**config.mk**
```make
export PLATFORM = sky130hd
export DESIGN_NAME = coreTop
export DESIGN_NICKNAME = d
export VERILOG_FILES = /design/src/corePkg.sv /design/src/fetchBuffer.sv /design/src/decodeStage.sv /design/src/executeStage.sv /design/src/resultStage.sv /design/src/coreTop.sv
export VERILOG_INCLUDE_DIRS = /design/src /design/src/src
export SDC_FILE = /design/constraint.sdc
export NUM_CORES = 2
export LEC_CHECK = 0
export BUFFER_PORTS_ARGS = -buffer_cell sky130_fd_sc_hd__buf_2
export CELL_PAD_IN_SITES_DETAIL_PLACEMENT = 0
export CELL_PAD_IN_SITES_GLOBAL_PLACEMENT = 2
export CORE_ASPECT_RATIO = 1.4
export CORE_MARGIN = 8
export CORE_UTILIZATION = 35
export CTS_CLUSTER_DIAMETER = 80
export CTS_CLUSTER_SIZE = 10
export DETAILED_ROUTE_END_ITERATION = 10
export HOLD_SLACK_MARGIN = 0.15
export PLACE_DENSITY = 0.71
export SYNTH_ARGS = -nofsm -noshare
export SYNTH_HDL_FRONTEND = slang
export SYNTH_SLANG_ARGS = --single-unit
```
**constraint.sdc**
```tcl
create_clock -name clk -period 7.1 [get_ports clk]
set_input_delay 1.775 -clock clk [delete_from_list [all_inputs] [get_ports clk]]
set_output_delay 1.775 -clock clk [all_outputs]
set_load 0.03 [all_outputs]
```
**src/core_cfg.svh**
```systemverilog
`ifndef CORE_CFG_SVH
`define CORE_CFG_SVH

////////////////////
// Core sizes
////////////////////

// Data and address width
`define XLEN 32

// Fetch buffer depth, ring holds one less than this
`define FB_ENTRIES 4

////////////////////
// Encodings
////////////////////

// ADDI x0, x0, 0
`define NOP_INSTR 32'h0000_0013

// Major opcodes handled by decode
`define OPC_REG 7'b0110011
`define OPC_IMM 7'b0010011
`define OPC_BRANCH 7'b1100011

`endif

```
**src/corePkg.sv**
```systemverilog
package corePkg;

  ////////////////////
  // Instruction views
  ////////////////////

  // Register-register layout
  typedef struct packed {
    logic [6:0] funct7;
    logic [4:0] rs2;
    logic [4:0] rs1;
    logic [2:0] funct3;
    logic [4:0] rd;
    logic [6:0] opcode;
  } rFields;

  // Immediate layout
  // Branches reuse it, imm holds imm[12|10:5] and rs2, rd holds imm[4:1|11]
  typedef struct packed {
    logic [11:0] imm;
    logic [4:0] rs1;
    logic [2:0] funct3;
    logic [4:0] rd;
    logic [6:0] opcode;
  } iFields;

  // One 32-bit word, two ways of reading it
  typedef union packed {
    rFields rView;
    iFields iView;
  } instrWord;

  ////////////////////
  // ALU operations
  ////////////////////

  // Branch compares share the encoding space with the arithmetic ops
  typedef enum logic [2:0] {
    aluAdd,
    aluSub,
    aluAnd,
    aluOr,
    aluXor,
    aluBeq,
    aluBne
  } aluOp;

endpackage

```
**src/fetchBuffer.sv**
```systemverilog
`include "core_cfg.svh"

module fetchBuffer (
  input  logic             clk,
  input  logic             reset,
  input  logic             fetchStall,
  input  logic             decodeStall,
  input  logic             flush,
  input  logic [`XLEN-1:0] fetchPc,
  input  logic [`XLEN-1:0] fetchInstr,
  output logic [`XLEN-1:0] bufferPc,
  output logic [`XLEN-1:0] bufferInstr,
  output logic             bufferFull,
  output logic             risingFull
);

  // Entry storage
  logic [`XLEN-1:0] pcReg [`FB_ENTRIES];
  logic [`XLEN-1:0] instrReg [`FB_ENTRIES];

  // One-hot pointers and their rotated copies
  logic [`FB_ENTRIES-1:0] readPtr;
  logic [`FB_ENTRIES-1:0] writePtr;
  logic [`FB_ENTRIES-1:0] readPtrRot;
  logic [`FB_ENTRIES-1:0] writePtrRot;
  logic [`FB_ENTRIES-1:0] entryEnable;

  logic empty;
  logic full;
  logic fullDelay;

  // AND-OR mux outputs before the empty fallback
  logic [`XLEN-1:0] muxPc;
  logic [`XLEN-1:0] muxInstr;

  ////////////////////
  // Status
  ////////////////////

  // Left rotate is the one-hot increment
  assign readPtrRot  = {readPtr[`FB_ENTRIES-2:0], readPtr[`FB_ENTRIES-1]};
  assign writePtrRot = {writePtr[`FB_ENTRIES-2:0], writePtr[`FB_ENTRIES-1]};

  // Pointers coincide when nothing is stored
  assign empty = |(readPtr & writePtr);
  // Next write slot would hit the read slot
  assign full  = |(writePtrRot & readPtr);

  assign bufferFull = full;
  assign risingFull = full & ~fullDelay;

  // Write slot loads unless full, first full cycle still loads
  assign entryEnable = writePtr & {`FB_ENTRIES{~full | risingFull}};

  ////////////////////
  // Pointers
  ////////////////////

  always_ff @(posedge clk) begin
    if (reset) begin
      writePtr  <= {{(`FB_ENTRIES-1){1'b0}}, 1'b1};
      readPtr   <= {{(`FB_ENTRIES-1){1'b0}}, 1'b1};
      fullDelay <= 1'b0;
    end else begin
      fullDelay <= full;
      // Held pair is rewritten in place while stalled
      if (!full && !fetchStall) begin
        writePtr <= writePtrRot;
      end
      if (!decodeStall && !empty) begin
        readPtr <= readPtrRot;
      end
    end
  end

  ////////////////////
  // Entries
  ////////////////////

  // Flush turns every slot into a no-op, pointers keep going
  always_ff @(posedge clk) begin
    for (int i = 0; i < `FB_ENTRIES; i++) begin
      if (reset || flush) begin
        pcReg[i]    <= '0;
        instrReg[i] <= `NOP_INSTR;
      end else if (entryEnable[i]) begin
        pcReg[i]    <= fetchPc;
        instrReg[i] <= fetchInstr;
      end
    end
  end

  // AND-OR read mux over the one-hot read pointer
  always_comb begin
    muxPc    = '0;
    muxInstr = '0;
    for (int i = 0; i < `FB_ENTRIES; i++) begin
      muxPc    = muxPc | (pcReg[i] & {`XLEN{readPtr[i]}});
      muxInstr = muxInstr | (instrReg[i] & {`XLEN{readPtr[i]}});
    end
  end

  // Empty ring shows a no-op at PC zero
  assign bufferPc    = empty ? '0 : muxPc;
  assign bufferInstr = empty ? `NOP_INSTR : muxInstr;

endmodule

```
**src/decodeStage.sv**
```systemverilog
`include "core_cfg.svh"

module decodeStage (
  input  logic               clk,
  input  logic               reset,
  input  logic               decodeStall,
  input  logic               flush,
  input  logic [`XLEN-1:0]   bufferPc,
  input  logic [`XLEN-1:0]   bufferInstr,
  output logic               decValid,
  output corePkg::aluOp      decOp,
  output logic [4:0]         decRs1,
  output logic [4:0]         decRs2,
  output logic [4:0]         decRd,
  output logic [`XLEN-1:0]   decImm,
  output logic               decUseImm,
  output logic [`XLEN-1:0]   decPc
);
  import corePkg::*;

  instrWord         instr;
  aluOp             nextOp;
  logic             nextSupported;
  logic             nextUseImm;
  logic             isNop;
  logic [4:0]       nextRs2;
  logic [4:0]       nextRd;
  logic [`XLEN-1:0] nextImm;

  assign instr = bufferInstr;
  // Flushed and empty slots carry the no-op, treat as a bubble
  assign isNop = (bufferInstr == `NOP_INSTR);

  ////////////////////
  // Field decode
  ////////////////////

  always_comb begin
    nextOp        = aluAdd;
    nextSupported = 1'b0;
    nextUseImm    = 1'b0;
    nextRs2       = instr.rView.rs2;
    nextRd        = instr.rView.rd;
    // I view immediate, sign extended
    nextImm       = {{(`XLEN-12){instr.iView.imm[11]}}, instr.iView.imm};
    case (instr.rView.opcode)
      `OPC_REG: begin
        nextSupported = 1'b1;
        case ({instr.rView.funct7, instr.rView.funct3})
          10'b0000000_000: nextOp = aluAdd;
          10'b0100000_000: nextOp = aluSub;
          10'b0000000_100: nextOp = aluXor;
          10'b0000000_110: nextOp = aluOr;
          10'b0000000_111: nextOp = aluAnd;
          default:         nextSupported = 1'b0;
        endcase
      end
      `OPC_IMM: begin
        nextSupported = 1'b1;
        nextUseImm    = 1'b1;
        // No second source, keeps forwarding quiet
        nextRs2       = 5'd0;
        case (instr.iView.funct3)
          3'b000:  nextOp = aluAdd;
          3'b100:  nextOp = aluXor;
          3'b110:  nextOp = aluOr;
          3'b111:  nextOp = aluAnd;
          default: nextSupported = 1'b0;
        endcase
      end
      `OPC_BRANCH: begin
        nextSupported = 1'b1;
        nextRd        = 5'd0;
        // Offset bits scattered over the imm and rd fields
        nextImm = {{(`XLEN-12){instr.iView.imm[11]}}, instr.iView.rd[0],
                   instr.iView.imm[10:5], instr.iView.rd[4:1], 1'b0};
        case (instr.iView.funct3)
          3'b000:  nextOp = aluBeq;
          3'b001:  nextOp = aluBne;
          default: nextSupported = 1'b0;
        endcase
      end
      default: nextSupported = 1'b0;
    endcase
  end

  ////////////////////
  // Decode register
  ////////////////////

  // Stall and flush both drop a bubble into execute
  always_ff @(posedge clk) begin
    if (reset) begin
      decValid <= 1'b0;
    end else begin
      decValid <= nextSupported & ~isNop & ~decodeStall & ~flush;
    end
  end

  // Payload follows the buffer, qualified by decValid
  always_ff @(posedge clk) begin
    decOp     <= nextOp;
    decRs1    <= instr.rView.rs1;
    decRs2    <= nextRs2;
    decRd     <= nextRd;
    decImm    <= nextImm;
    decUseImm <= nextUseImm;
    decPc     <= bufferPc;
  end

endmodule

```
**src/executeStage.sv**
```systemverilog
`include "core_cfg.svh"

module executeStage (
  input  logic               clk,
  input  logic               reset,
  input  logic               decValid,
  input  corePkg::aluOp      decOp,
  input  logic [4:0]         decRs1,
  input  logic [4:0]         decRs2,
  input  logic [4:0]         decRd,
  input  logic [`XLEN-1:0]   decImm,
  input  logic               decUseImm,
  input  logic [`XLEN-1:0]   decPc,
  input  logic [`XLEN-1:0]   rs1Data,
  input  logic [`XLEN-1:0]   rs2Data,
  output logic [4:0]         rs1Addr,
  output logic [4:0]         rs2Addr,
  output logic               redirect,
  output logic [`XLEN-1:0]   redirectPc,
  output logic               exValid,
  output logic [4:0]         exRd,
  output logic [`XLEN-1:0]   exData
);
  import corePkg::*;

  logic [`XLEN-1:0] opA;
  logic [`XLEN-1:0] rs2Value;
  logic [`XLEN-1:0] opB;
  logic [`XLEN-1:0] aluResult;
  logic             isBranch;
  logic             operandsEqual;
  logic             fwdRs1;
  logic             fwdRs2;

  ////////////////////
  // Operand read
  ////////////////////

  assign rs1Addr = decRs1;
  assign rs2Addr = decRs2;

  // Previous result still in flight, never forward x0
  assign fwdRs1 = exValid && (exRd != 5'd0) && (exRd == decRs1);
  assign fwdRs2 = exValid && (exRd != 5'd0) && (exRd == decRs2);

  assign opA      = fwdRs1 ? exData : rs1Data;
  assign rs2Value = fwdRs2 ? exData : rs2Data;
  assign opB      = decUseImm ? decImm : rs2Value;

  ////////////////////
  // ALU and branch
  ////////////////////

  always_comb begin
    case (decOp)
      aluSub:  aluResult = opA - opB;
      aluAnd:  aluResult = opA & opB;
      aluOr:   aluResult = opA | opB;
      aluXor:  aluResult = opA ^ opB;
      default: aluResult = opA + opB;
    endcase
  end

  assign isBranch      = (decOp == aluBeq) || (decOp == aluBne);
  assign operandsEqual = (opA == rs2Value);

  // Resolved in the same cycle, drives the flush upstream
  assign redirect = decValid &&
                    (((decOp == aluBeq) && operandsEqual) ||
                     ((decOp == aluBne) && !operandsEqual));
  assign redirectPc = decPc + decImm;

  ////////////////////
  // Execute-to-result register
  ////////////////////

  // Branches never reach write-back
  always_ff @(posedge clk) begin
    if (reset) begin
      exValid <= 1'b0;
    end else begin
      exValid <= decValid & ~isBranch;
    end
  end

  always_ff @(posedge clk) begin
    exRd   <= decRd;
    exData <= aluResult;
  end

endmodule

```
**src/resultStage.sv**
```systemverilog
`include "core_cfg.svh"

module resultStage (
  input  logic             clk,
  input  logic             reset,
  input  logic             exValid,
  input  logic [4:0]       exRd,
  input  logic [`XLEN-1:0] exData,
  input  logic [4:0]       rs1Addr,
  input  logic [4:0]       rs2Addr,
  output logic [`XLEN-1:0] rs1Data,
  output logic [`XLEN-1:0] rs2Data,
  output logic             wbEnable,
  output logic [4:0]       wbReg,
  output logic [`XLEN-1:0] wbData
);

  localparam int RegCount = 32;

  logic [`XLEN-1:0] regFile [RegCount];

  // x0 reads zero and an in-flight write wins over the stored value
  function automatic logic [`XLEN-1:0] readPort(input logic [4:0] addr);
    logic [`XLEN-1:0] value;
    if (addr == 5'd0) begin
      value = '0;
    end else if (wbEnable && (wbReg == addr)) begin
      value = wbData;
    end else begin
      value = regFile[addr];
    end
    return value;
  endfunction

  ////////////////////
  // Write-back
  ////////////////////

  // Nothing written for bubbles, branches or x0
  assign wbEnable = exValid && (exRd != 5'd0);
  assign wbReg    = exRd;
  assign wbData   = exData;

  always_ff @(posedge clk) begin
    if (reset) begin
      for (int i = 0; i < RegCount; i++) begin
        regFile[i] <= '0;
      end
    end else if (wbEnable) begin
      regFile[wbReg] <= wbData;
    end
  end

  // Read ports
  always_comb begin
    rs1Data = readPort(rs1Addr);
    rs2Data = readPort(rs2Addr);
  end

endmodule

```
**src/coreTop.sv**
```systemverilog
`include "core_cfg.svh"

module coreTop (
  input  logic             clk,
  input  logic             reset,
  input  logic [`XLEN-1:0] fetchPc,
  input  logic [`XLEN-1:0] fetchInstr,
  input  logic             fetchStall,
  input  logic             decodeStall,
  output logic             bufferFull,
  output logic             redirect,
  output logic [`XLEN-1:0] redirectPc,
  output logic             wbEnable,
  output logic [4:0]       wbReg,
  output logic [`XLEN-1:0] wbData
);
  import corePkg::*;

  // Buffer to decode
  logic [`XLEN-1:0] bufferPc;
  logic [`XLEN-1:0] bufferInstr;

  // Decode to execute
  logic             decValid;
  aluOp             decOp;
  logic [4:0]       decRs1;
  logic [4:0]       decRs2;
  logic [4:0]       decRd;
  logic [`XLEN-1:0] decImm;
  logic             decUseImm;
  logic [`XLEN-1:0] decPc;

  // Execute and result
  logic [4:0]       rs1Addr;
  logic [4:0]       rs2Addr;
  logic [`XLEN-1:0] rs1Data;
  logic [`XLEN-1:0] rs2Data;
  logic             exValid;
  logic [4:0]       exRd;
  logic [`XLEN-1:0] exData;

  ////////////////////
  // Stages
  ////////////////////

  // Taken branch flushes the buffer and decode
  fetchBuffer u_fetchBuffer (
    .clk         (clk),
    .reset       (reset),
    .fetchStall  (fetchStall),
    .decodeStall (decodeStall),
    .flush       (redirect),
    .fetchPc     (fetchPc),
    .fetchInstr  (fetchInstr),
    .bufferPc    (bufferPc),
    .bufferInstr (bufferInstr),
    .bufferFull  (bufferFull),
    .risingFull  ()
  );

  decodeStage u_decodeStage (
    .clk         (clk),
    .reset       (reset),
    .decodeStall (decodeStall),
    .flush       (redirect),
    .bufferPc    (bufferPc),
    .bufferInstr (bufferInstr),
    .decValid    (decValid),
    .decOp       (decOp),
    .decRs1      (decRs1),
    .decRs2      (decRs2),
    .decRd       (decRd),
    .decImm      (decImm),
    .decUseImm   (decUseImm),
    .decPc       (decPc)
  );

  executeStage u_executeStage (
    .clk        (clk),
    .reset      (reset),
    .decValid   (decValid),
    .decOp      (decOp),
    .decRs1     (decRs1),
    .decRs2     (decRs2),
    .decRd      (decRd),
    .decImm     (decImm),
    .decUseImm  (decUseImm),
    .decPc      (decPc),
    .rs1Data    (rs1Data),
    .rs2Data    (rs2Data),
    .rs1Addr    (rs1Addr),
    .rs2Addr    (rs2Addr),
    .redirect   (redirect),
    .redirectPc (redirectPc),
    .exValid    (exValid),
    .exRd       (exRd),
    .exData     (exData)
  );

  resultStage u_resultStage (
    .clk      (clk),
    .reset    (reset),
    .exValid  (exValid),
    .exRd     (exRd),
    .exData   (exData),
    .rs1Addr  (rs1Addr),
    .rs2Addr  (rs2Addr),
    .rs1Data  (rs1Data),
    .rs2Data  (rs2Data),
    .wbEnable (wbEnable),
    .wbReg    (wbReg),
    .wbData   (wbData)
  );

endmodule

```
### Yosys cells after proc, flatten, opt, wreduce, memory -nomap -nowiden

Memories as Yosys holds them, arrays and structs flattened. A register that Yosys moved wholly into a read port is not among the register bits.
Cells that the tools add are included.

* register bits after elaboration: 112
* bits in writable memories: 1280
* input bits: 68
* output and inout port bits: 72
* word-level logic and storage cells: 157
* memories: 3

* add/sub/neg operators: 3
* equal/unequal tests: 21
* mux-type cells: 48
* bitwise operators: 40
* reductions and logical operators: 27

Memories
* u_resultStage.regFile: depth 32, width 32, read ports 2, clocked after memory_dff 2, wr ports 32, line resultStage.sv:20 `` logic [`XLEN-1:0] regFile [RegCount]; ``
* u_fetchBuffer.instrReg: depth 4, width 32, read ports 4, clocked after memory_dff 0, wr ports 4, line fetchBuffer.sv:19 `` logic [`XLEN-1:0] instrReg [`FB_ENTRIES]; ``
* u_fetchBuffer.pcReg: depth 4, width 32, read ports 4, clocked after memory_dff 0, wr ports 4, line fetchBuffer.sv:18 `` logic [`XLEN-1:0] pcReg [`FB_ENTRIES]; ``

Operator list (number)
* two-way mux 32 bit: 15
* AND 32 bit: 9
* bitwise OR 32 bit: 7
* case mux 32 bit (4 select lines): 1
* adder 32 bit: 2
* == test 32 bit: 1
* == test 32 x 5 -> 1 bit, second input constant: 1
* OR reduction 32 bit: 1
* subtractor 32 bit: 1
* XOR 32 bit: 1
* == test 10 x 3 -> 1 bit, second input constant: 3
* two-way mux 1 bit: 24
* == test 3 bit, second input constant: 6
* case mux 3 bit (3 select lines): 2
* AND 4 bit: 3
* two-way mux 12 bit: 1
* case mux 3 bit (4 select lines): 1
* OR reduction 4 bit: 3
* == test 10 x 9 -> 1 bit, second input constant: 1
* == test 5 bit: 2
* zero test 10 bit: 1
* zero test 5 bit: 2
* two-way mux 5 bit: 2
* bitwise OR 1 bit: 9
* other kinds (16): 40

### Logic depth before layout (Yosys ltp)

* depth after elaboration: 13
* gate-level depth with buffers: 31
* depth with buffers taken out: 26

### Hierarchy

A second synthesis with hierarchy kept.

* cells, all modules: 6316
* area total of the unflattened synthesis: 78661.7 µm²

Modules (own cells, without submodules)
* resultStage: instances 1, cells each 3877, area an instance 55574.6 µm², sequential area each 30749.5 µm²
* fetchBuffer: instances 1, cells each 1136, area an instance 12624.6 µm², sequential area each 7867.5 µm²
* executeStage: instances 1, cells each 1162, area an instance 8642.0 µm², sequential area each 760.7 µm²
* decodeStage: instances 1, cells each 141, area an instance 1820.5 µm², sequential area each 1301.2 µm²

### Worst setup path after synthesis

Ideal clock, no wire load.

* kind: reg-to-reg
* start point: register u_executeStage.exRd[2]
* end point: register u_executeStage.exData[31]
* setup time: 129 ps
* arrival time: 6001 ps
* required time: 6971 ps
* slack: 970 ps
* cell stages (with the launch flop): 28
* buffers on the path: 3
* period minus slack after synthesis: 6130 ps
* path through: dfxtp_1 > buf_2 > or3_1 > clkbuf_1 > o2111ai_1 > o21ai_1 > nor3_1 > a221o_1 > or4b_2 > a2111oi_0 > and2_1 > clkbuf_2 > nand2_1 > o21ai_0 > xnor2_1 > ha_1 > a21oi_1 > o21ai_0 > a211oi_1 > inv_1 > o2111ai_1 > a31oi_1 > a211o_1 > a21o_1 > a21oi_1 > o21ai_0 > xnor2_1 > o21ai_0

* word-level cells in the longest chain between the ends: 7
* elaborated cells on any way between the ends: 15
* those cells by class: add/sub (2); eq/ne (2); mux (4); bitwise (3); reduce/logical (4)

Ends and longest elaborated chain
* start: declaration: line executeStage.sv:21 `output logic [4:0] exRd,`
* start signal: assignment: line executeStage.sv:87 `exRd <= decRd;`
* nonzero test 5 bit: line executeStage.sv:43, executeStage.sv:44, resultStage.sv:40
* logical AND 1 bit: line executeStage.sv:43, executeStage.sv:44, resultStage.sv:40
* logical AND 1 bit: line executeStage.sv:44, resultStage.sv:27
* two-way mux 32 bit: line executeStage.sv:47 `assign rs2Value = fwdRs2 ? exData : rs2Data;`
* two-way mux 32 bit: line executeStage.sv:48 `assign opB = decUseImm ? decImm : rs2Value;`
* adder 32 bit (tied with other cells): line executeStage.sv:60 `default: aluResult = opA + opB;`
* case mux 32 bit (4 select lines) (*): line executeStage.sv:55 `case (decOp)`
* named net u_executeStage.aluResult[31]: line executeStage.sv:29 `` logic [`XLEN-1:0] aluResult; ``
* end signal: assignment: line executeStage.sv:88 `exData <= aluResult;`
* end: declaration: line executeStage.sv:22 `` output logic [`XLEN-1:0] exData ``

Mark *: on every way through the listed nets, which the timed path passes. The rest lies on a longest branch.
A chain may end at the register's enable or synchronous reset.

### Worst setup path in the final report

* start point: register u_decodeStage.decRs2[2]
* end point: output port redirect

* word-level cells in the longest chain between the ends: 8
* elaborated cells on any way between the ends: 11
* those cells by class: eq/ne (2); mux (2); reduce/logical (7)

Ends and longest elaborated chain
* start: declaration: line decodeStage.sv:13 `output logic [4:0] decRs2,`
* start signal: assignment: line decodeStage.sv:104 `decRs2 <= nextRs2;`
* zero test 5 bit / == test 5 bit (equally long branches): line resultStage.sv:25, executeStage.sv:44, resultStage.sv:27
* two-way mux 32 bit / logical AND 1 bit (equally long branches): line resultStage.sv:25, executeStage.sv:44, resultStage.sv:27
* two-way mux 32 bit (*): line executeStage.sv:47
* == test 32 bit (*): line executeStage.sv:65 `assign operandsEqual = (opA == rs2Value);`
* zero test 1 bit: line executeStage.sv:70 `((decOp == aluBne) && !operandsEqual));`
* logical AND 1 bit: line executeStage.sv:70
* logical OR 1 bit (*): line executeStage.sv:69 `(((decOp == aluBeq) && operandsEqual) ||`
* logical AND 1 bit (*): line executeStage.sv:68 `assign redirect = decValid &&`
* end: declaration: line coreTop.sv:11 `output logic redirect,`

Every way passes the cells marked *; elsewhere a longest branch is shown, timed or not.

==> results.json <==
{
  "outcome": "finished, final reports clean",
  "placed_cells": 8556,
  "power.density_nw_per_um2": 283,
  "async_flop_share": 0,
  "grt_pass1_vias": 52600,
  "p_leak_nw": 31.2,
  "worst_pin_slew_ps": 1280,
  "initial_utilization": 0.351,
  "cts_made_buffers": 167,
  "post-place-ws_ps": 212,
  "met3_length_um": 22400,
  "multi_input_area_um2": 31800,
  "cp_max_fo": 49,
  "cp.required_ps": 5330,
  "seqCellArea_um2": 40700,
  "initialDrtViolationCount": 6284,
  "yosys_warnings": 0,
  "worstHoldStart": "u_decodeStage.decRd[1]$_SDFF_PN0_",
  "grt_max_degree": 84,
  "yosysTopAreaCell": "edfxtp_1",
  "crit_arrival_ps": 5290,
  "maxSlewViolCount": 0,
  "postPlaceCellArea_um2": 80500,
  "vias": 51900,
  "seq_area_frac_synth": 0.541,
  "netlist_instances": 5671,
  "hold_ws_ps": 330,
  "min_path_cells": 0,
  "drv_cap": 0,
  "wl_um": 299000,
  "power_mw": 24.1,
  "critPathLaunchType": "register",
  "cts_tree": "built",
  "clockRootBuffer": "clkbuf_16",
  "rows": 201,
  "clk_latency_ps": 830,
  "pin_count": 140,
  "setup.worst_path.class": "reg2out",
  "portBuffers": 139,
  "setup_ws_ps": 34.1,
  "worst_setup_path_end_kind": "primary output",
  "die_area_um2": 230000,
  "syn_area_um2": 75100,
  "finalCriticalPeriod_ps": 7070,
  "die_w_um": 408,
  "cts_sinks": 1392,
  "cts_buffer_depth": 4,
  "drive_gt1_frac": 0.209,
  "hold_violations": 0,
  "clk_pin_slew_worst_paths_ps": 60,
  "design.core.area_um2": 214000,
  "gr-total-overflow": 0,
  "finalSetupViolCount": 0,
  "cts_max_level": 4,
  "wl_met2_um": 143000,
  "hpwlAfterDp_um": 190000,
  "drcViolationCount": 0,
  "highest_layer": "met4",
  "die_height_um": 564,
  "r2r_slack_ps": 400,
  "synth.area.top_cells": "edfxtp_1 51%, mux4_2 12%, and2_1 8.4%",
  "layout_commonest_cell": "edfxtp_1",
  "period_share": 0.995,
  "synth_edf_count": 1280,
  "wl_met1_um": 109000,
  "drtPass1Iterations": 6,
  "ir_drop_v": 0.000210,
  "synth_flop_cell": "edfxtp_1",
  "max-slew-margin-rel": 0.150,
  "utilization": 0.399,
  "synth_top_cell_area_share": 0.512,
  "reg2reg_depth": 29,
  "grt_pass1_wl_um": 413000,
  "synth-seq-cells": 1392,
  "hold_path_end": "u_executeStage.exRd[1]$_DFF_P_",
  "nNetsFinal": 6096,
  "synth.distinct_cells": 97,
  "place_congestion": 0.926,
  "finalSetupTns_ps": 0,
  "rr_endpoint": "u_executeStage.exData[31]$_DFF_P_",
  "fin_skew_ps": 69.2,
  "routed_via_density": 5.89,
  "area_growth_syn_to_layout_pct": 13.6,
  "fin_cells": 8825,
  "min_path_type": "reg2reg",
  "final_cell_area_um2": 85400,
  "fmax_mhz": 142,
  "avgRoutedWirePerCell_um": 33.8,
  "n_fill_cell": 20000,
  "synth_area_per_cell_um2": 13.2,
  "grt_usage": 0.249,
  "ant_nets": 0,
  "regToRegStartpoint": "u_decodeStage.decRs2[0]$_SDFF_PP0_",
  "antenna_found_initial": 19,
  "mostFrequentLayoutCells": "1280 x edfxtp_1, 1005 x and2_1, 396 x mux4_2"
}
## synth_stat cells (23+ instances only)
cell type  number
ha_1          127
buf_6          41
a22o_1         23
nor2b_1        30
clkbuf_1      323
o21ai_0        78
or2_2          39
mux2i_1       205
nand3_1        56
buf_2          62
nand2b_1       29
nor2_1        415
a21oi_1       205
mux4_1         51
a211oi_1       43
a22oi_1       196
dfxtp_1       112
inv_1         161
and2_1       1006
xor2_1         37
a21o_1         25
buf_4          26
o22ai_1        39
o221ai_1       49
xnor2_1        86
edfxtp_1     1280
nand2_1       176
mux4_2        396
## flip-flops by register name, indices dropped and copies added, names as in the netlist, 3 cells and up
register	flops
u_decodeStage.decRs1	5
u_fetchBuffer.readPtr	4
u_executeStage.exData	32
u_fetchBuffer.pcReg	128
u_resultStage.regFile	1024
u_decodeStage.decPc	32
u_decodeStage.decImm	13
u_decodeStage.decRd	5
u_fetchBuffer.writePtr	4
u_decodeStage.decRs2	5
u_decodeStage.decOp	3
u_fetchBuffer.instrReg	128
u_executeStage.exRd	5
## kinds of logic after synthesis
group,count (synthesis),synth area share
and+or+nand+nor,1883,0.138
DFF,1392,0.541
AOI/OAI and AO/OA,823,0.0761
muxes,670,0.167
buffers and inverters,650,0.0419
adders and majority gates,129,0.0217
xor gates and xnor gates,123,0.0143
other,1,0.0000499
## final cells by class
type | instances | share of cell area
Antenna cell | 3 | 0.0000879
Clock buffer | 240 | 0.0525
Clock inverter | 10 | 0.00136
Inverter | 162 | 0.00712
Multi-Input combinational cell | 3660 | 0.373
Sequential cell | 1392 | 0.477
Tap cell | 2842 | 0.0416
Timing Repair Buffer | 516 | 0.0476
## timing repair
item,4_1_cts,5_1_grt
endpoints found under the setup margin,1,3
cloned,1,2
pin swaps,0,1
buffers inserted,8,5
hold buffers,0,0
gates resized for setup,9,17
## routing by layer
layer,vias up,track usage
met5,-,0
met3,746,0.0356
met2,2817,0.422
li1,21700,-
met4,0,0.163
met1,26700,0.298
## worst max-delay path by stage
stage	from	endpoint	slack (ps)	depth (start not counted)
after floorplan	u_executeStage.exRd[2]$_DFF_P_	u_executeStage.exData[31]$_DFF_P_	970	27
after global placement	u_decodeStage.decRs2[0]$_SDFF_PP0_	u_executeStage.exData[31]$_DFF_P_	90	27
after detailed placement	u_decodeStage.decRs2[0]$_SDFF_PP0_	u_executeStage.exData[31]$_DFF_P_	210	25
after CTS	u_decodeStage.decRs2[0]$_SDFF_PP0_	redirect	30	18
after global routing	u_executeStage.exRd[3]$_DFF_P_	redirect	-2	15
final	u_decodeStage.decRs2[2]$_SDFF_PP0_	redirect	30	16
## power breakdown
group | switching [mW] | internal (mW)
Combinational | 4.38 | 2.12
Clock | 3.40 | 4.37
Sequential | 0.448 | 9.42
Total | 8.23 | 15.9
## critical path: stages (launching register included)
cell	delay (ps)
dfxtp_4	530
buf_12	300
buf_12	380
mux4_1	270
or3_1	110
o21ai_0	280
nor4_1	540
a22oi_1	170
buf_4	250
xnor2_1	220
nand4_1	180
nor3_2	210
buf_4	170
nand3_1	90
mux2i_1	150
nor2_2	240
buf_2	250
Power figures use the tool's default switching activity.
